`src/hci_defs.svh`:
```
`ifndef HCI_DEFS_SVH
`define HCI_DEFS_SVH

// ------------------------------------------------------------
// memory geometry
// ------------------------------------------------------------
`define HCI_N_BANKS     8
`define HCI_N_LOG       4
`define HCI_HWPE_WIDTH  4

// word-interleaved banks, so the bank index sits just above the byte offset.
`define HCI_BANK_LSB    2

// ------------------------------------------------------------
// widths
// ------------------------------------------------------------
`define HCI_ADDR_W      32
`define HCI_DATA_W      32
`define HCI_STALL_W     8

// 1 counts a conflict on bank overlap, 0 counts it whenever both sides ask.
`define HCI_STALL_MODE  1

`endif

```
`src/hci_pkg.sv`:
```
`include "hci_defs.svh"

package hci_pkg;

  // ------------------------------------------------------------
  // payload types
  // ------------------------------------------------------------
  typedef logic [`HCI_ADDR_W-1:0] addr_t;
  typedef logic [`HCI_DATA_W-1:0] data_t;

  // ------------------------------------------------------------
  // indices and masks
  // ------------------------------------------------------------
  typedef logic [$clog2(`HCI_N_BANKS)-1:0] bank_idx_t;  // address bits 4 down to 2.
  typedef logic [$clog2(`HCI_N_LOG)-1:0]   log_idx_t;   // selects one log master.
  typedef logic [`HCI_N_BANKS-1:0]         bank_mask_t;
  typedef logic [`HCI_N_LOG-1:0]           log_mask_t;

  typedef logic [`HCI_STALL_W-1:0] stall_cnt_t;

  // the swapped state lasts a single cycle and hands the win to the low side.
  typedef enum logic {
    PRIO_NORMAL,
    PRIO_SWAPPED
  } prio_state_t;

endpackage

```
`src/bank_request_decoder.sv`:
```
`timescale 1ns/1ns
`include "hci_defs.svh"

module bank_request_decoder (
  input  hci_pkg::log_mask_t                    log_req,
  input  hci_pkg::addr_t     [`HCI_N_LOG-1:0]   log_add,
  input  logic                                  hwpe_req,
  input  hci_pkg::addr_t                        hwpe_add,
  output hci_pkg::bank_idx_t [`HCI_N_LOG-1:0]   log_bank,
  output hci_pkg::bank_mask_t [`HCI_N_LOG-1:0]  log_mask,
  output hci_pkg::bank_mask_t                   hwpe_mask
);

  import hci_pkg::*;

  bank_idx_t hwpe_start;

  // a wide access that does not fit in the banks would alias onto itself.
  if (`HCI_HWPE_WIDTH > `HCI_N_BANKS) begin : g_width_check
    $error("HWPE width %0d exceeds bank count %0d", `HCI_HWPE_WIDTH, `HCI_N_BANKS);
  end

  // ------------------------------------------------------------
  // log side
  // ------------------------------------------------------------
  always_comb begin
    for (int m = 0; m < `HCI_N_LOG; m++) begin
      log_bank[m] = log_add[m][`HCI_BANK_LSB +: $bits(bank_idx_t)];
      if (log_req[m]) begin
        log_mask[m] = bank_mask_t'(1) << log_bank[m];
      end else begin
        log_mask[m] = '0;
      end
    end
  end

  // ------------------------------------------------------------
  // hwpe side
  // ------------------------------------------------------------
  assign hwpe_start = hwpe_add[`HCI_BANK_LSB +: $bits(bank_idx_t)];

  always_comb begin
    hwpe_mask = '0;
    for (int w = 0; w < `HCI_HWPE_WIDTH; w++) begin
      // the range wraps from the last bank back to bank 0.
      hwpe_mask[(int'(hwpe_start) + w) % `HCI_N_BANKS] = hwpe_req;
    end
  end

endmodule

```
`config.mk`:
```
export PLATFORM = sky130hd
export DESIGN_NAME = bank_request_decoder
export DESIGN_NICKNAME = d
export VERILOG_FILES = /design/src/hci_pkg.sv /design/src/bank_request_decoder.sv
export VERILOG_INCLUDE_DIRS = /design/src
export SDC_FILE = /design/constraint.sdc
export NUM_CORES = 1
export LEC_CHECK = 0
export ABC_AREA = 1
export BUFFER_PORTS_ARGS = -buffer_cell sky130_fd_sc_hd__buf_2
export CAP_MARGIN = 10
export CORE_AREA = 2 2 85 87
export DETAILED_ROUTE_END_ITERATION = 7
export DIE_AREA = 0 0 87 89
export SLEW_MARGIN = 10
export SYNTH_ARGS = -nofsm -noshare
export SYNTH_HDL_FRONTEND = slang
export SYNTH_SLANG_ARGS = --single-unit
```
`constraint.sdc`:
```
create_clock -name vclk -period 2.1
set_input_delay 0.315 -clock vclk [all_inputs]
set_output_delay 0.315 -clock vclk [all_outputs]
set_load 0.05 [all_outputs]
```
==> flow_summary_export.csv <==
group,metric,value,unit
timing,period_minus_slack,1.91,ns
yosys,yosysWarnings,0,
floorplan,initial_core_util,10.2,%
yosys,syn_area_per_cell,4.65,um^2
timing,hold_viol_final,0,
timing,rsz0062_at_grt,"false",
global_routing,overflow,0,
setup_path,cp.arrival,1.60,ns
detailed_routing,viasPerCell,3.58,
setup_path,crit_type,"in2out",
yosys,syn_area,683,um^2
worst_hold_path,hp-class,"in2out",
detailed_routing,wire_per_inst,8.92,um
setup_path,cpMaxStageDelayCell,"ha_1",
floorplan,coreArea,0.00672,mm^2
cells_and_area,n_antenna_cell,0,
yosys,yosys.area.top_type,"nand2_1",
cells_and_area,final_core_util,15.8,%
floorplan,io-pin-count,217,
yosys,seq_area_frac_synth,0,%
place,io_buffer_count,72,
pwr,power_density,319,mW/mm^2
place,gp_congestion,0.770,
timing,report.final.slew_viol_count,0,
global_routing,grtUsageTotal,5.86,%
timing,tns,0,ns
global_routing,first_global_vias,797,
setup_path,worstSetupEndpointType,"output port",
floorplan,die_w,87,um
cells_and_area,fin_nets,376,
flow_run,cap_violations,0,
floorplan,die-area,0.00774,mm^2
global_routing,antenna_found_initial,0,
yosys,synth.area.top_cells,"nand2_1 26%, nor2_1 20%, buf_4 13%",
detailed_routing,dr.pass1.iters,4,
place,dp_hpwl,2.31,mm
cells_and_area,seq_area,0,um^2
detailed_routing,drcViolationCount,0,
global_routing,grt_max_degree,10,
clock_network,cts_setup_buffers,0,
timing,relSlewSlack,81.0,%
detailed_routing,drt_iter0_markers,26,
setup_path,path_buf_inv,4,
setup_path,cp_max_fo,5,
timing,tightest_slew,0.285,ns
timing,fmax,523,MHz
run_status,status,"completed",
setup_path,cp.depth,9,
floorplan,die_h,89,um
yosys,ys_types,14,
global_routing,grt_pass1_wl,3.75,mm
pwr,p_leak,0.734,nW
cells_and_area,drive_above_1_share,42.5,%
setup_path,crit_family,"buffers and inverters",
cells_and_area,clkbuf_count,0,
yosys,yosysTopAreaCellShare,25.8,%
setup_path,cp-start-kind,"input pin",
detailed_routing,drtAntennaViolNets,0,
cells_and_area,seq_cells,0,
detailed_routing,vias,1027,
setup_path,required,1.78,ns
setup_path,crit_path_start,"hwpe_add[3]",
yosys,syn-instance-count,147,
setup_path,crit_end,"hwpe_mask[5]",
detailed_routing,postRouteWirelength,2.56,mm
timing,finalCritPeriodShare,91.0,%
setup_path,worstPathCellList,"buf_2 > inv_1 > ha_1 > inv_1 > nand3_2 > nand3_1 > nand2_1 > nor2_2 > buf_2",
clock_network,ctsResizeCount,0,
clock_network,cts_hold_buf,0,
yosys,synthTopCellsByCount,"47 x nand2_1, 36 x nor2_1, 22 x inv_1",
timing,setup_viol,0,
yosys,synth_most_common_cell,"nand2_1",
cells_and_area,synthToLayoutAreaGrowth,55.5,%
pwr,ir_drop,0.120,mV
setup_path,slowest_delay,0.35,ns
yosys,synth_fp_nets,314,
cells_and_area,fillCellCount,779,
floorplan,std_cell_rows,30,
## how the worst min path moves through the flow
stage | endpoint | startpoint | slack [ns] | cells past startpoint
6_report | log_bank[11] | log_add[100] | 0.94 | 2
5_1_grt | log_bank[11] | log_add[100] | 0.95 | 2
4_1_cts | log_bank[11] | log_add[100] | 0.94 | 2
3_5_place_dp | log_bank[11] | log_add[100] | 0.94 | 2
3_3_place_gp | log_bank[11] | log_add[100] | 0.94 | 2
2_1_floorplan | log_bank[0] | log_add[2] | 0.80 | 1
## report_power, final
part           total (mW)  leakage (nW)  internal [mW]  switching [mW]
sequential              0             0              0               0
clock                   0             0              0               0
combinational       0.339         0.734         0.0813           0.258
## metrics by stage
stage               std cells  cell area, um^2  power, mW  worst slack [ns]  hold WS, ns
finish                    287             1060      0.339             0.189        0.941
global route              287             1060      0.366            0.0383        0.954
CTS                       287             1060      0.341             0.177        0.943
detailed placement        287             1060      0.340             0.182        0.943
global placement          287             1060      0.339             0.186        0.942
floorplan                 147              693      0.272             0.117        0.797
## area by class of cell
type	count	area, um^2	area share, %
multi-input combinational	107	482	45.3
timing repair buffer	74	375	35.3
tap	80	100	9.42
inverter	26	105	9.89
## layout by cell type (no fill, tap or decap)
| master | netlist | final |
|---|---|---|
| buf_2 | 1 | 72 |
| nand2_1 | 47 | 47 |
| nor2_1 | 36 | 32 |
| inv_1 | 22 | 22 |
| nand3_1 | 14 | 14 |
| nor2_2 | 0 | 4 |
| inv_2 | 3 | 3 |
| nand2_2 | 2 | 2 |
| a21oi_1 | 2 | 2 |
| nand2_4 | 2 | 2 |
| nand3_2 | 2 | 2 |
| ha_1 | 2 | 2 |
| buf_4 | 12 | 2 |
| inv_8 | 1 | 1 |
## cell families after synthesis
| logic type | synth area share (%) |
|---|---|
| compound gates | 1.47 |
| simple gates | 63.9 |
| fa+ha+maj | 3.66 |
| buf+inv | 31.0 |
## per-layer routing
metal	share of wire, %	vias up	global-route usage [%]
li1	-	541	-
met1	50	436	9.31
met2	43	50	9.02
met3	6.4	0	0.462
met4	0	0	0
met5	0	-	0
No activity file was read; power rests on OpenSTA's default activity.
