--- src/hci_defs.svh ---
`ifndef HCI_DEFS_SVH
`define HCI_DEFS_SVH

// ------------------------------------------------------------
// memory geometry
// ------------------------------------------------------------
`define HCI_N_BANKS     8
`define HCI_N_LOG       4
`define HCI_HWPE_WIDTH  4

// word-interleaved banks, so the bank index sits just above the byte offset.
`define HCI_BANK_LSB    2

// ------------------------------------------------------------
// widths
// ------------------------------------------------------------
`define HCI_ADDR_W      32
`define HCI_DATA_W      32
`define HCI_STALL_W     8

// 1 counts a conflict on bank overlap, 0 counts it whenever both sides ask.
`define HCI_STALL_MODE  1

`endif

--- src/hci_pkg.sv ---
`include "hci_defs.svh"

package hci_pkg;

  // ------------------------------------------------------------
  // payload types
  // ------------------------------------------------------------
  typedef logic [`HCI_ADDR_W-1:0] addr_t;
  typedef logic [`HCI_DATA_W-1:0] data_t;

  // ------------------------------------------------------------
  // indices and masks
  // ------------------------------------------------------------
  typedef logic [$clog2(`HCI_N_BANKS)-1:0] bank_idx_t;  // address bits 4 down to 2.
  typedef logic [$clog2(`HCI_N_LOG)-1:0]   log_idx_t;   // selects one log master.
  typedef logic [`HCI_N_BANKS-1:0]         bank_mask_t;
  typedef logic [`HCI_N_LOG-1:0]           log_mask_t;

  typedef logic [`HCI_STALL_W-1:0] stall_cnt_t;

  // the swapped state lasts a single cycle and hands the win to the low side.
  typedef enum logic {
    PRIO_NORMAL,
    PRIO_SWAPPED
  } prio_state_t;

endpackage

--- src/priority_stall_regulator.sv ---
`timescale 1ns/1ns
`include "hci_defs.svh"

module priority_stall_regulator #(
  parameter int unsigned STALL_MODE = `HCI_STALL_MODE
) (
  input  logic                clk,
  input  logic                rst,
  input  logic                invert_prio,
  input  hci_pkg::stall_cnt_t low_prio_max_stall,
  input  hci_pkg::bank_mask_t log_any,
  input  hci_pkg::bank_mask_t hwpe_any,
  output logic                hwpe_wins
);

  import hci_pkg::*;

  prio_state_t state;
  prio_state_t state_next;
  stall_cnt_t  stall_cnt;
  stall_cnt_t  stall_cnt_next;
  logic        conflict;

  // ------------------------------------------------------------
  // conflict detection
  // ------------------------------------------------------------
  if (STALL_MODE == 1) begin : g_per_bank
    assign conflict = |(log_any & hwpe_any);  // sides meet on a bank.
  end else begin : g_global
    assign conflict = (|log_any) && (|hwpe_any);
  end

  // ------------------------------------------------------------
  // stall counter and priority FSM
  // ------------------------------------------------------------
  always_comb begin
    state_next     = PRIO_NORMAL;  // a swap never lasts past one cycle.
    stall_cnt_next = '0;
    if (state == PRIO_NORMAL && conflict) begin
      if (stall_cnt + 1'b1 >= low_prio_max_stall) begin
        state_next = PRIO_SWAPPED;
      end else begin
        stall_cnt_next = stall_cnt + 1'b1;
      end
    end
  end

  always_ff @(posedge clk) begin
    if (rst) begin
      state     <= PRIO_NORMAL;
      stall_cnt <= '0;
    end else begin
      state     <= state_next;
      stall_cnt <= stall_cnt_next;
    end
  end

  assign hwpe_wins = (state == PRIO_SWAPPED) ? !invert_prio : invert_prio;

  a_swap_one_cycle : assert property (
    @(posedge clk) disable iff (rst)
    state == PRIO_SWAPPED |=> state == PRIO_NORMAL
  ) else $error("priority stayed swapped for more than one cycle");

endmodule

--- config.mk ---
export PLATFORM = sky130hd
export DESIGN_NAME = priority_stall_regulator
export DESIGN_NICKNAME = d
export VERILOG_FILES = /design/src/hci_pkg.sv /design/src/priority_stall_regulator.sv
export VERILOG_INCLUDE_DIRS = /design/src
export SDC_FILE = /design/constraint.sdc
export NUM_CORES = 1
export LEC_CHECK = 0
export BUFFER_PORTS_ARGS = -buffer_cell sky130_fd_sc_hd__buf_2
export CAP_MARGIN = 5
export CORE_MARGIN = 5
export CORE_UTILIZATION = 45
export CTS_BUF_LIST = sky130_fd_sc_hd__clkbuf_8
export DETAILED_ROUTE_END_ITERATION = 8
export PLACE_DENSITY = 0.75
export SLEW_MARGIN = 0
export SYNTH_ARGS = -nofsm -noshare
export SYNTH_HDL_FRONTEND = slang
export SYNTH_SLANG_ARGS = --single-unit
--- constraint.sdc ---
create_clock -name clk -period 2.3 [get_ports clk]
set_input_delay 0.23 -clock clk [delete_from_list [all_inputs] [get_ports clk]]
set_output_delay 0.23 -clock clk [all_outputs]
set_load 0.01 [all_outputs]
==> results of run 1 <==
cells in the final DEF (no fill, tap or decap), types with 3 or more instances in the layout:
| master | n |
|---|---|
| inv_1 | 10 |
| xor2_1 | 5 |
| nor3b_1 | 5 |
| clkbuf_8 | 3 |
| buf_2 | 27 |
| dfxtp_1 | 8 |
| ha_1 | 8 |
power by group:
part           switching, W  leakage, nW  internal (W)  total [W]
clock             0.0000616       0.0269      0.000116   0.000178
sequential       0.00000628       0.0732      0.000163   0.000169
combinational     0.0000516        0.360     0.0000556   0.000107
worst max-delay path, cell delays in order (launching register included):
cell and delay [ns]:
dfxtp_2 0.36, ha_2 0.21, nand3_2 0.10, nor2_2 0.13, xor2_1 0.21, ha_1 0.29, a41o_1 0.28, a21oi_4 0.19
o31ai_4 0.13, nor3b_1 0.20
layout make-up:
class | count | area (um^2)
multi-input cells | 48 | 474
fillers | 114 | 438
flip-flops and latches | 9 | 181
repair buffers | 28 | 143
clock buffers | 3 | 41.3
inverters | 9 | 33.8
well taps | 15 | 18.8
clock inverters | 1 | 3.75
flip-flops by register name, summed over array words and instances (netlist names):
| name | cells |
|---|---|
| stall_cnt | 8 |
| state | 1 |
cell families (layout without fill, tap and decap cells):
logic type,count (synthesis),count (layout)
buffers and inverters,10,41
AOI/OAI and AO/OA,11,12
and+or+nand+nor,20,20
xor gates and xnor gates,7,7
adders and majority gates,9,9
DFF,9,9
worst min path at each step:
stage	from	end	slack [ns]
floorplan	stall_cnt[0]	stall_cnt[0]	0.47
global placement	stall_cnt[0]	stall_cnt[0]	0.49
detailed placement	stall_cnt[0]	stall_cnt[0]	0.53
CTS	stall_cnt[0]	stall_cnt[0]	0.53
global route	stall_cnt[0]	stall_cnt[0]	0.49
finish	stall_cnt[0]	stall_cnt[0]	0.47
repair_timing:
item,in CTS,in global routing
hold endpoints to repair,0,0
endpoints found under the setup margin,0,9
resized for setup,0,9
setup buffers,0,1
through the flow:
stage | worst slack, ns | total power (W) | setup TNS [ns] | util [%]
3_3_place_gp | 0.139 | 0.000263 | 0 | 59.2
5_1_grt | -0.0202 | 0.000477 | -0.0226 | 67.2
3_5_place_dp | 0.0642 | 0.000266 | 0 | 59.2
6_report | 0.105 | 0.000454 | 0 | 67.2
2_1_floorplan | 0.241 | 0.000237 | 0 | -
4_1_cts | 0.0572 | 0.000446 | 0 | 62.6
metal layers:
metal	GRT usage (%)	up-vias
met2	24.5	9
met4	8.06	0
met5	0	-
met3	6.77	4
li1	-	304
met1	16.6	262
==> results.toml, run 1 <==
[global_routing]
grt_pass1_wl_mm = 2.30
grt_max_degree = 10
antenna_found_initial = 0
gr-total-overflow = 0
grt_pass1_vias = 546
grtUsageTotal_pct = 15.2

[cts]
clock_path_buffers = 2
clk-insertion-delay-late_ns = 0.23
holdBufCountCts = 0
cts_buffers = 3
root_buffer = "clkbuf_8"
htreeDepth = 1
path_clk_slew_ns = 0.04
cts.sinks = 9
cts_tree = "yes"

[yosys]
synth-seq-cells = 9
synth.avg_cell_area_um2 = 9.80
synth-compound-area-share_pct = 18.8
synth_area_leader_cell = "dfxtp_1"
ys_types = 25
synth_common_cells = "dfxtp_1 (9), ha_1 (9), inv_1 (9)"
syn_area_um2 = 647
synth-xor-area-share_pct = 9.48
yosysSeqAreaShare_pct = 27.9
synth-async-reset-ratio_pct = 0
synthMuxAreaShare_pct = 0
synthesis.nets = 102
synthCells = 66
yosysWarnings = 0
yosys_most_used_dff = "dfxtp_1"
synth_top_area_share_pct = 27.9
synth_top_family_by_area = "simple AND/OR/NAND/NOR gates"
synthAdderAreaFrac_pct = 17.4
synth_edf_count = 0
ys_top_cells_by_area = "dfxtp_1 (28%), ha_1 (17%), xor2_1 (6.8%), nor3b_1 (5.8%), inv_1 (5.2%)"
synth_simple_gate_area_share_pct = 19.5

[route]
num_vias = 579
wl_met1_um = 578
ant_nets = 0
vias_per_cell = 5.12
met3_length_um = 64
drtIter0Drc = 11
drt_wl_total_mm = 1.54
wl_met2_um = 864
dr.pass1.iters = 4
drc_errors = 0
wire_per_inst_um = 13.6
highest_layer = "met4"

[finish]
antennaDiodeCount = 0
area_growth_pct = 38.5
instances_no_fill = 113
drive_gt1_share_pct = 43.9
stdcell_area_um2 = 896
fin_nets = 135

[sta]
fmax_mhz = 456
min_period_ns = 2.19
setup_violations = 0
slew_headroom_pct = 69.0
hold_viol_final = 0
worst_slew_pin_slew_ns = 0.464
slew_violations = 0
finalCritPeriodShare_pct = 95.4
hold_slack_ns = 0.470
finClkSkew_ns = 0.00208

[setup_path]
r2r_slack_ns = 0.11
end_kind = "flop"
start_kind = "flop"
crit_end = "stall_cnt[4]"
reg2reg_to = "stall_cnt[4]"
rr_startpoint = "stall_cnt[0]"
worst-path-max-fanout = 5
required_ns = 2.45
worstSetupPathType = "flop to flop"
cp.arrival_ns = 2.35
crit_start = "stall_cnt[0]"
reg2reg_depth = 9

[job]
maxCapViolations = 0

[floorplanning]
dieArea_mm2 = 0.00230
boundaryPins = 28
coreArea_mm2 = 0.00133
row_count = 13
die_w_um = 47.9
start_util_pct = 48.5
die_h_um = 47.9

[place]
place_congestion = 0.745
hpwl_mm = 1.17
dp.cells = 107
placed_cell_area_um2 = 790
port_buffers = 27

[pwr]
ir_drop_v = 0.000400
leakagePower_nw = 0.460
power_density_mw_per_mm2 = 507

[worst_hold_path]
min_path_cells = 1
hp-class = "flop to flop"

[outcome]
status = "finished clean"
Power figures use the tool's default switching activity.
==> inputs of run 2 (changes only) <==
--- a/config.mk
+++ b/config.mk
@@ -10,7 +10,6 @@
 export CAP_MARGIN = 5
 export CORE_MARGIN = 5
 export CORE_UTILIZATION = 45
-export CTS_BUF_LIST = sky130_fd_sc_hd__clkbuf_8
 export DETAILED_ROUTE_END_ITERATION = 8
 export PLACE_DENSITY = 0.75
 export SLEW_MARGIN = 0
==> results.toml, run 2 (synthesis gave the netlist of run 1 again) <==
[outcome]
status = "finished clean"

[floorplanning]
start_util_pct = 48.5
coreArea_mm2 = 0.00133
boundaryPins = 28
row_count = 13
die_w_um = 47.9
die_h_um = 47.9
dieArea_mm2 = 0.00230

[sta]
finalCritPeriodShare_pct = 93.2
setup_violations = 0
finClkSkew_ns = 0.000848
min_period_ns = 2.14
slew_violations = 0
slew_headroom_pct = 69.7
hold_viol_final = 0
rsz0062_at_grt = "true"
worst_slew_pin_slew_ns = 0.455
fmax_mhz = 467

[setup_path]
rr_startpoint = "stall_cnt[0]"
crit_chain = "ha_1 -> nand3_1 -> nor2_2 -> xor2_1 -> ha_1 -> a41o_1 -> a21oi_2 -> o31ai_4 -> nor3b_1"
required_ns = 2.48
worst-path-max-fanout = 9
end_kind = "flop"
cp.arrival_ns = 2.33
cpPeakStageDelay_ns = 0.36
start_kind = "flop"
reg2reg_depth = 9
r2r_slack_ns = 0.16
critPathMostFrequentCell = "ha_1"
reg2reg_to = "stall_cnt[6]"
worstSetupPathType = "flop to flop"
slowest_stage = "dfxtp_2"

[finish]
antennaDiodeCount = 0
fin_nets = 133
drive_gt1_share_pct = 39.6
stdcell_area_um2 = 828
top_regs = "stall_cnt: 8 flops, state: 1 flops"
area_growth_pct = 28.0
top_register = "stall_cnt"
final_common_cell = "buf_2"
utilization_pct = 62.1
largest_reg_flops = 8
instances_no_fill = 111
final_cell_mix = "buf_2 (27), inv_1 (9), ha_1 (9), dfxtp_1 (8)"

[cts]
cts_tree = "yes"
path_clk_slew_ns = 0.06
cts_buffers = 3
clk-insertion-delay-late_ns = 0.27
holdBufCountCts = 0
postCtsResizedCells = 0
post_cts_buffers = 0
htreeDepth = 1
root_buffer = "clkbuf_4"
clock_path_buffers = 2
cts.sinks = 9

[route]
wire_per_inst_um = 12.6
ant_nets = 0
vias_per_cell = 5.06
drc_errors = 0
drt_wl_total_mm = 1.40
drtIter0Drc = 5
dr.pass1.iters = 2
num_vias = 562

[pwr]
p_seq_share_pct = 43.4
combPwrFrac_pct = 25.0
power_switching_w = 0.000104
ir_drop_v = 0.000334
p_sw_share_pct = 26.8
p_int_w = 0.000283
p_total_w = 0.000387
p_clk_share_pct = 31.6
power_density_mw_per_mm2 = 467
leakagePower_nw = 0.438

[place]
dp.cells = 107
hpwl_mm = 1.17
placed_cell_area_um2 = 790
port_buffers = 27
place_congestion = 0.745

[global_routing]
gr-total-overflow = 0
global_route.usage.met2_pct = 24.5
grtUsageTotal_pct = 14.7
grt_pass1_wl_mm = 2.29
use_met3_pct = 6.77
grt_pass1_vias = 550
grt-busiest-layer = "met2"
grt_max_degree = 10
antenna_found_initial = 0
use_met1_pct = 16.6

[job]
maxCapViolations = 0

[worst_hold_path]
hp-class = "flop to flop"
min_to = "stall_cnt[0]"
hold_path_startpoint = "stall_cnt[0]"
min_path_cells = 1
==> run 2: cell count changes in the layout (fill, tap and decap cells not counted), sizes merged <==
cell | previous run | this run
o31ai | 2 | 1
clkbuf | 3 | 4
inv | 10 | 9
buf | 28 | 27
==> run 2: cell type report <==
class                      instances  area, um^2
tap                               15        18.8
multi-input combinational         47         433
clock buffer                       4        26.3
timing repair buffer              27         135
fill                             127         505
sequential                         9         181
inverter                           9        33.8
==> run 2: how the worst max path moves through the flow <==
| stage | cells past startpoint | from | end |
|---|---|---|---|
| 3_5_place_dp | 9 | stall_cnt[0] | state |
| 5_1_grt | 7 | stall_cnt[2] | state |
| 4_1_cts | 9 | stall_cnt[0] | state |
| 2_1_floorplan | 9 | stall_cnt[0] | state |
| 6_report | 9 | stall_cnt[0] | stall_cnt[6] |
| 3_3_place_gp | 9 | stall_cnt[0] | state |
==> run 2: per-stage QoR <==
step	hold slack [ns]	setup slack (ns)	setup TNS, ns
final	0.473	0.157	0
after global routing	0.498	-0.0145	-0.0169
after CTS	0.505	0.0552	0
after detailed placement	0.530	0.0642	0
after global placement	0.492	0.139	0
after floorplan	0.474	0.241	0
==> run 2: critical path, delay by kind of cell (launching register included) <==
kind | cells | cell delay (ns)
compound gates | 3 | 0.54
xor+xnor | 1 | 0.19
fa+ha+maj | 2 | 0.48
flops | 1 | 0.36
simple gates | 3 | 0.48
==> run 2: power groups by stage <==
stage | Sequential [W] | Clock [W] | Combinational [W]
after floorplan | 0.000169 | 0 | 0.0000672
after global placement | 0.000170 | 0 | 0.0000932
after detailed placement | 0.000171 | 0 | 0.0000956
after CTS | 0.000167 | 0.000124 | 0.0000963
after global routing | 0.000169 | 0.000133 | 0.000109
final | 0.000168 | 0.000122 | 0.0000967
==> run 2: routing by layer <==
| layer | wire length (um) | vias to the layer above |
|---|---|---|
| met5 | 0 | - |
| met4 | 29 | 0 |
| met3 | 64 | 4 |
| met2 | 759 | 7 |
| met1 | 549 | 253 |
| li1 | - | 298 |
==> inputs of run 3 (changes only) <==
--- a/config.mk
+++ b/config.mk
@@ -12,6 +12,7 @@
 export CORE_UTILIZATION = 45
 export DETAILED_ROUTE_END_ITERATION = 8
 export PLACE_DENSITY = 0.75
+export REMOVE_ABC_BUFFERS = 1
 export SLEW_MARGIN = 0
 export SYNTH_ARGS = -nofsm -noshare
 export SYNTH_HDL_FRONTEND = slang
==> results.toml, run 3 (synthesis gave the netlist of run 1 again) <==
[outcome]
status = "finished clean"

[worst_hold_path]
hold_path_startpoint = "stall_cnt[0]"
hp-class = "flop to flop"
min_path_cells = 1
min_to = "stall_cnt[0]"

[place]
port_buffers = 27
hpwl_mm = 1.15
place_congestion = 0.741
dp.cells = 107

[finish]
top_register = "stall_cnt"
drive_gt1_share_pct = 39.2
fin_nets = 134
area_growth_pct = 30.8
largest_reg_flops = 8
instances_no_fill = 112
top_regs = "stall_cnt: 8 flops, state: 1 flops"
final_common_cell = "buf_2"
final_cell_mix = "buf_2 (27), inv_1 (9), ha_1 (9), dfxtp_1 (8), xor2_1 (5)"
antennaDiodeCount = 0

[pwr]
ir_drop_v = 0.000366
power_density_mw_per_mm2 = 453
leakagePower_nw = 0.445

[setup_path]
crit_chain = "nand4_1 -> nor3_1 -> xor2_1 -> ha_1 -> nand4_1 -> o31ai_2 -> nor3b_1"
rr_startpoint = "stall_cnt[2]"
start_kind = "flop"
r2r_slack_ns = 0.14
required_ns = 2.43
cp.arrival_ns = 2.29
reg2reg_to = "stall_cnt[5]"
end_kind = "flop"
critPathMostFrequentCell = "nand4_1"
worstSetupPathType = "flop to flop"
worst-path-max-fanout = 4
reg2reg_depth = 7
slowest_stage = "o31ai_2"
cpPeakStageDelay_ns = 0.47

[sta]
min_period_ns = 2.16
slew_headroom_pct = 71.0
hold_viol_final = 0
fmax_mhz = 463
setup_tns_ns = 0
setup_violations = 0
finalCritPeriodShare_pct = 94.0
slew_violations = 0
worst_slew_pin_slew_ns = 0.433
finClkSkew_ns = 0.00318

[cts]
cts.sinks = 9
cts_tree = "yes"
cts_buffers = 3
clk-insertion-delay-late_ns = 0.25
htreeDepth = 1
root_buffer = "clkbuf_4"
clock_path_buffers = 2
path_clk_slew_ns = 0.06
post_cts_buffers = 0

[route]
wire_per_inst_um = 12.3
highest_layer = "met3"
vias_per_cell = 5.13
ant_nets = 0
drc_errors = 0
wl_met2_um = 789
wl_met1_um = 527
met3_length_um = 63
num_vias = 574
drtIter0Drc = 11
drt_wl_total_mm = 1.38
dr.pass1.iters = 4

[floorplanning]
row_count = 13
dieArea_mm2 = 0.00230
boundaryPins = 28
die_w_um = 47.9
coreArea_mm2 = 0.00133
start_util_pct = 48.5
die_h_um = 47.9

[global_routing]
antenna_found_initial = 0
grt_pass1_vias = 529
grt_pass1_wl_mm = 2.11
grtUsageTotal_pct = 13.1
grt_max_degree = 10
gr-total-overflow = 0

[job]
maxCapViolations = 0
## run 3: cell types whose count changed in the layout (fill, tap and decap cells not counted), sizes merged
cell,change
o31ai,+1
## run 3: worst max-delay path by stage
stage                 startpoint           end  slack (ns)  cells after the start
floorplan           stall_cnt[0]         state        0.23                      9
global placement    stall_cnt[0]         state        0.14                      9
detailed placement  stall_cnt[0]         state        0.04                      9
CTS                 stall_cnt[0]         state        0.03                      9
global route        stall_cnt[1]  stall_cnt[5]     -0.0006                      9
finish              stall_cnt[2]  stall_cnt[5]        0.14                      7
## run 3: critical path: cells and delay by family (launching register included)
kind / cells / cell delay, ns
adder cells (fa/ha/maj): 1 / 0.36
AO/OA/AOI/OAI: 1 / 0.47
AND/OR/NAND/NOR: 4 / 0.70
flip-flops: 1 / 0.38
XOR/XNOR: 1 / 0.12
## run 3: layout make-up
| type | instances | area, um^2 |
|---|---|---|
| timing repair buffer | 27 | 135 |
| clock buffer | 4 | 26.3 |
| inverter | 9 | 33.8 |
| fill | 114 | 488 |
| multi-input combinational | 48 | 450 |
| sequential | 9 | 181 |
| tap | 15 | 18.8 |
## run 3: stage by stage
step	utilization (%)	hold slack, ns	setup slack, ns	instance area (um^2)	power [W]
finish	63.4	0.468	0.138	846	0.000383
global placement	59.2	0.491	0.142	790	0.000264
global route	63.4	0.485	-0.000624	846	0.000410
CTS	61.2	0.512	0.0281	816	0.000384
floorplan	-	0.476	0.228	636	0.000234
detailed placement	59.2	0.524	0.0412	790	0.000266
## run 3: power by group
group	total (W)	internal (W)	switching, W
Combinational	0.000101	0.0000537	0.0000469
Sequential	0.000168	0.000162	0.00000552
Clock	0.000115	0.0000664	0.0000487
## run 3: timing repair
action,CTS,global route
setup endpoints to repair,0,9
gates resized for setup,0,4
hold buffers,0,0
## run 3: routing by layer
layer	GRT usage (%)	vias to the layer above
met5	0	-
met4	0	0
met3	6.77	0
met2	23.0	7
met1	15.1	267
li1	-	300
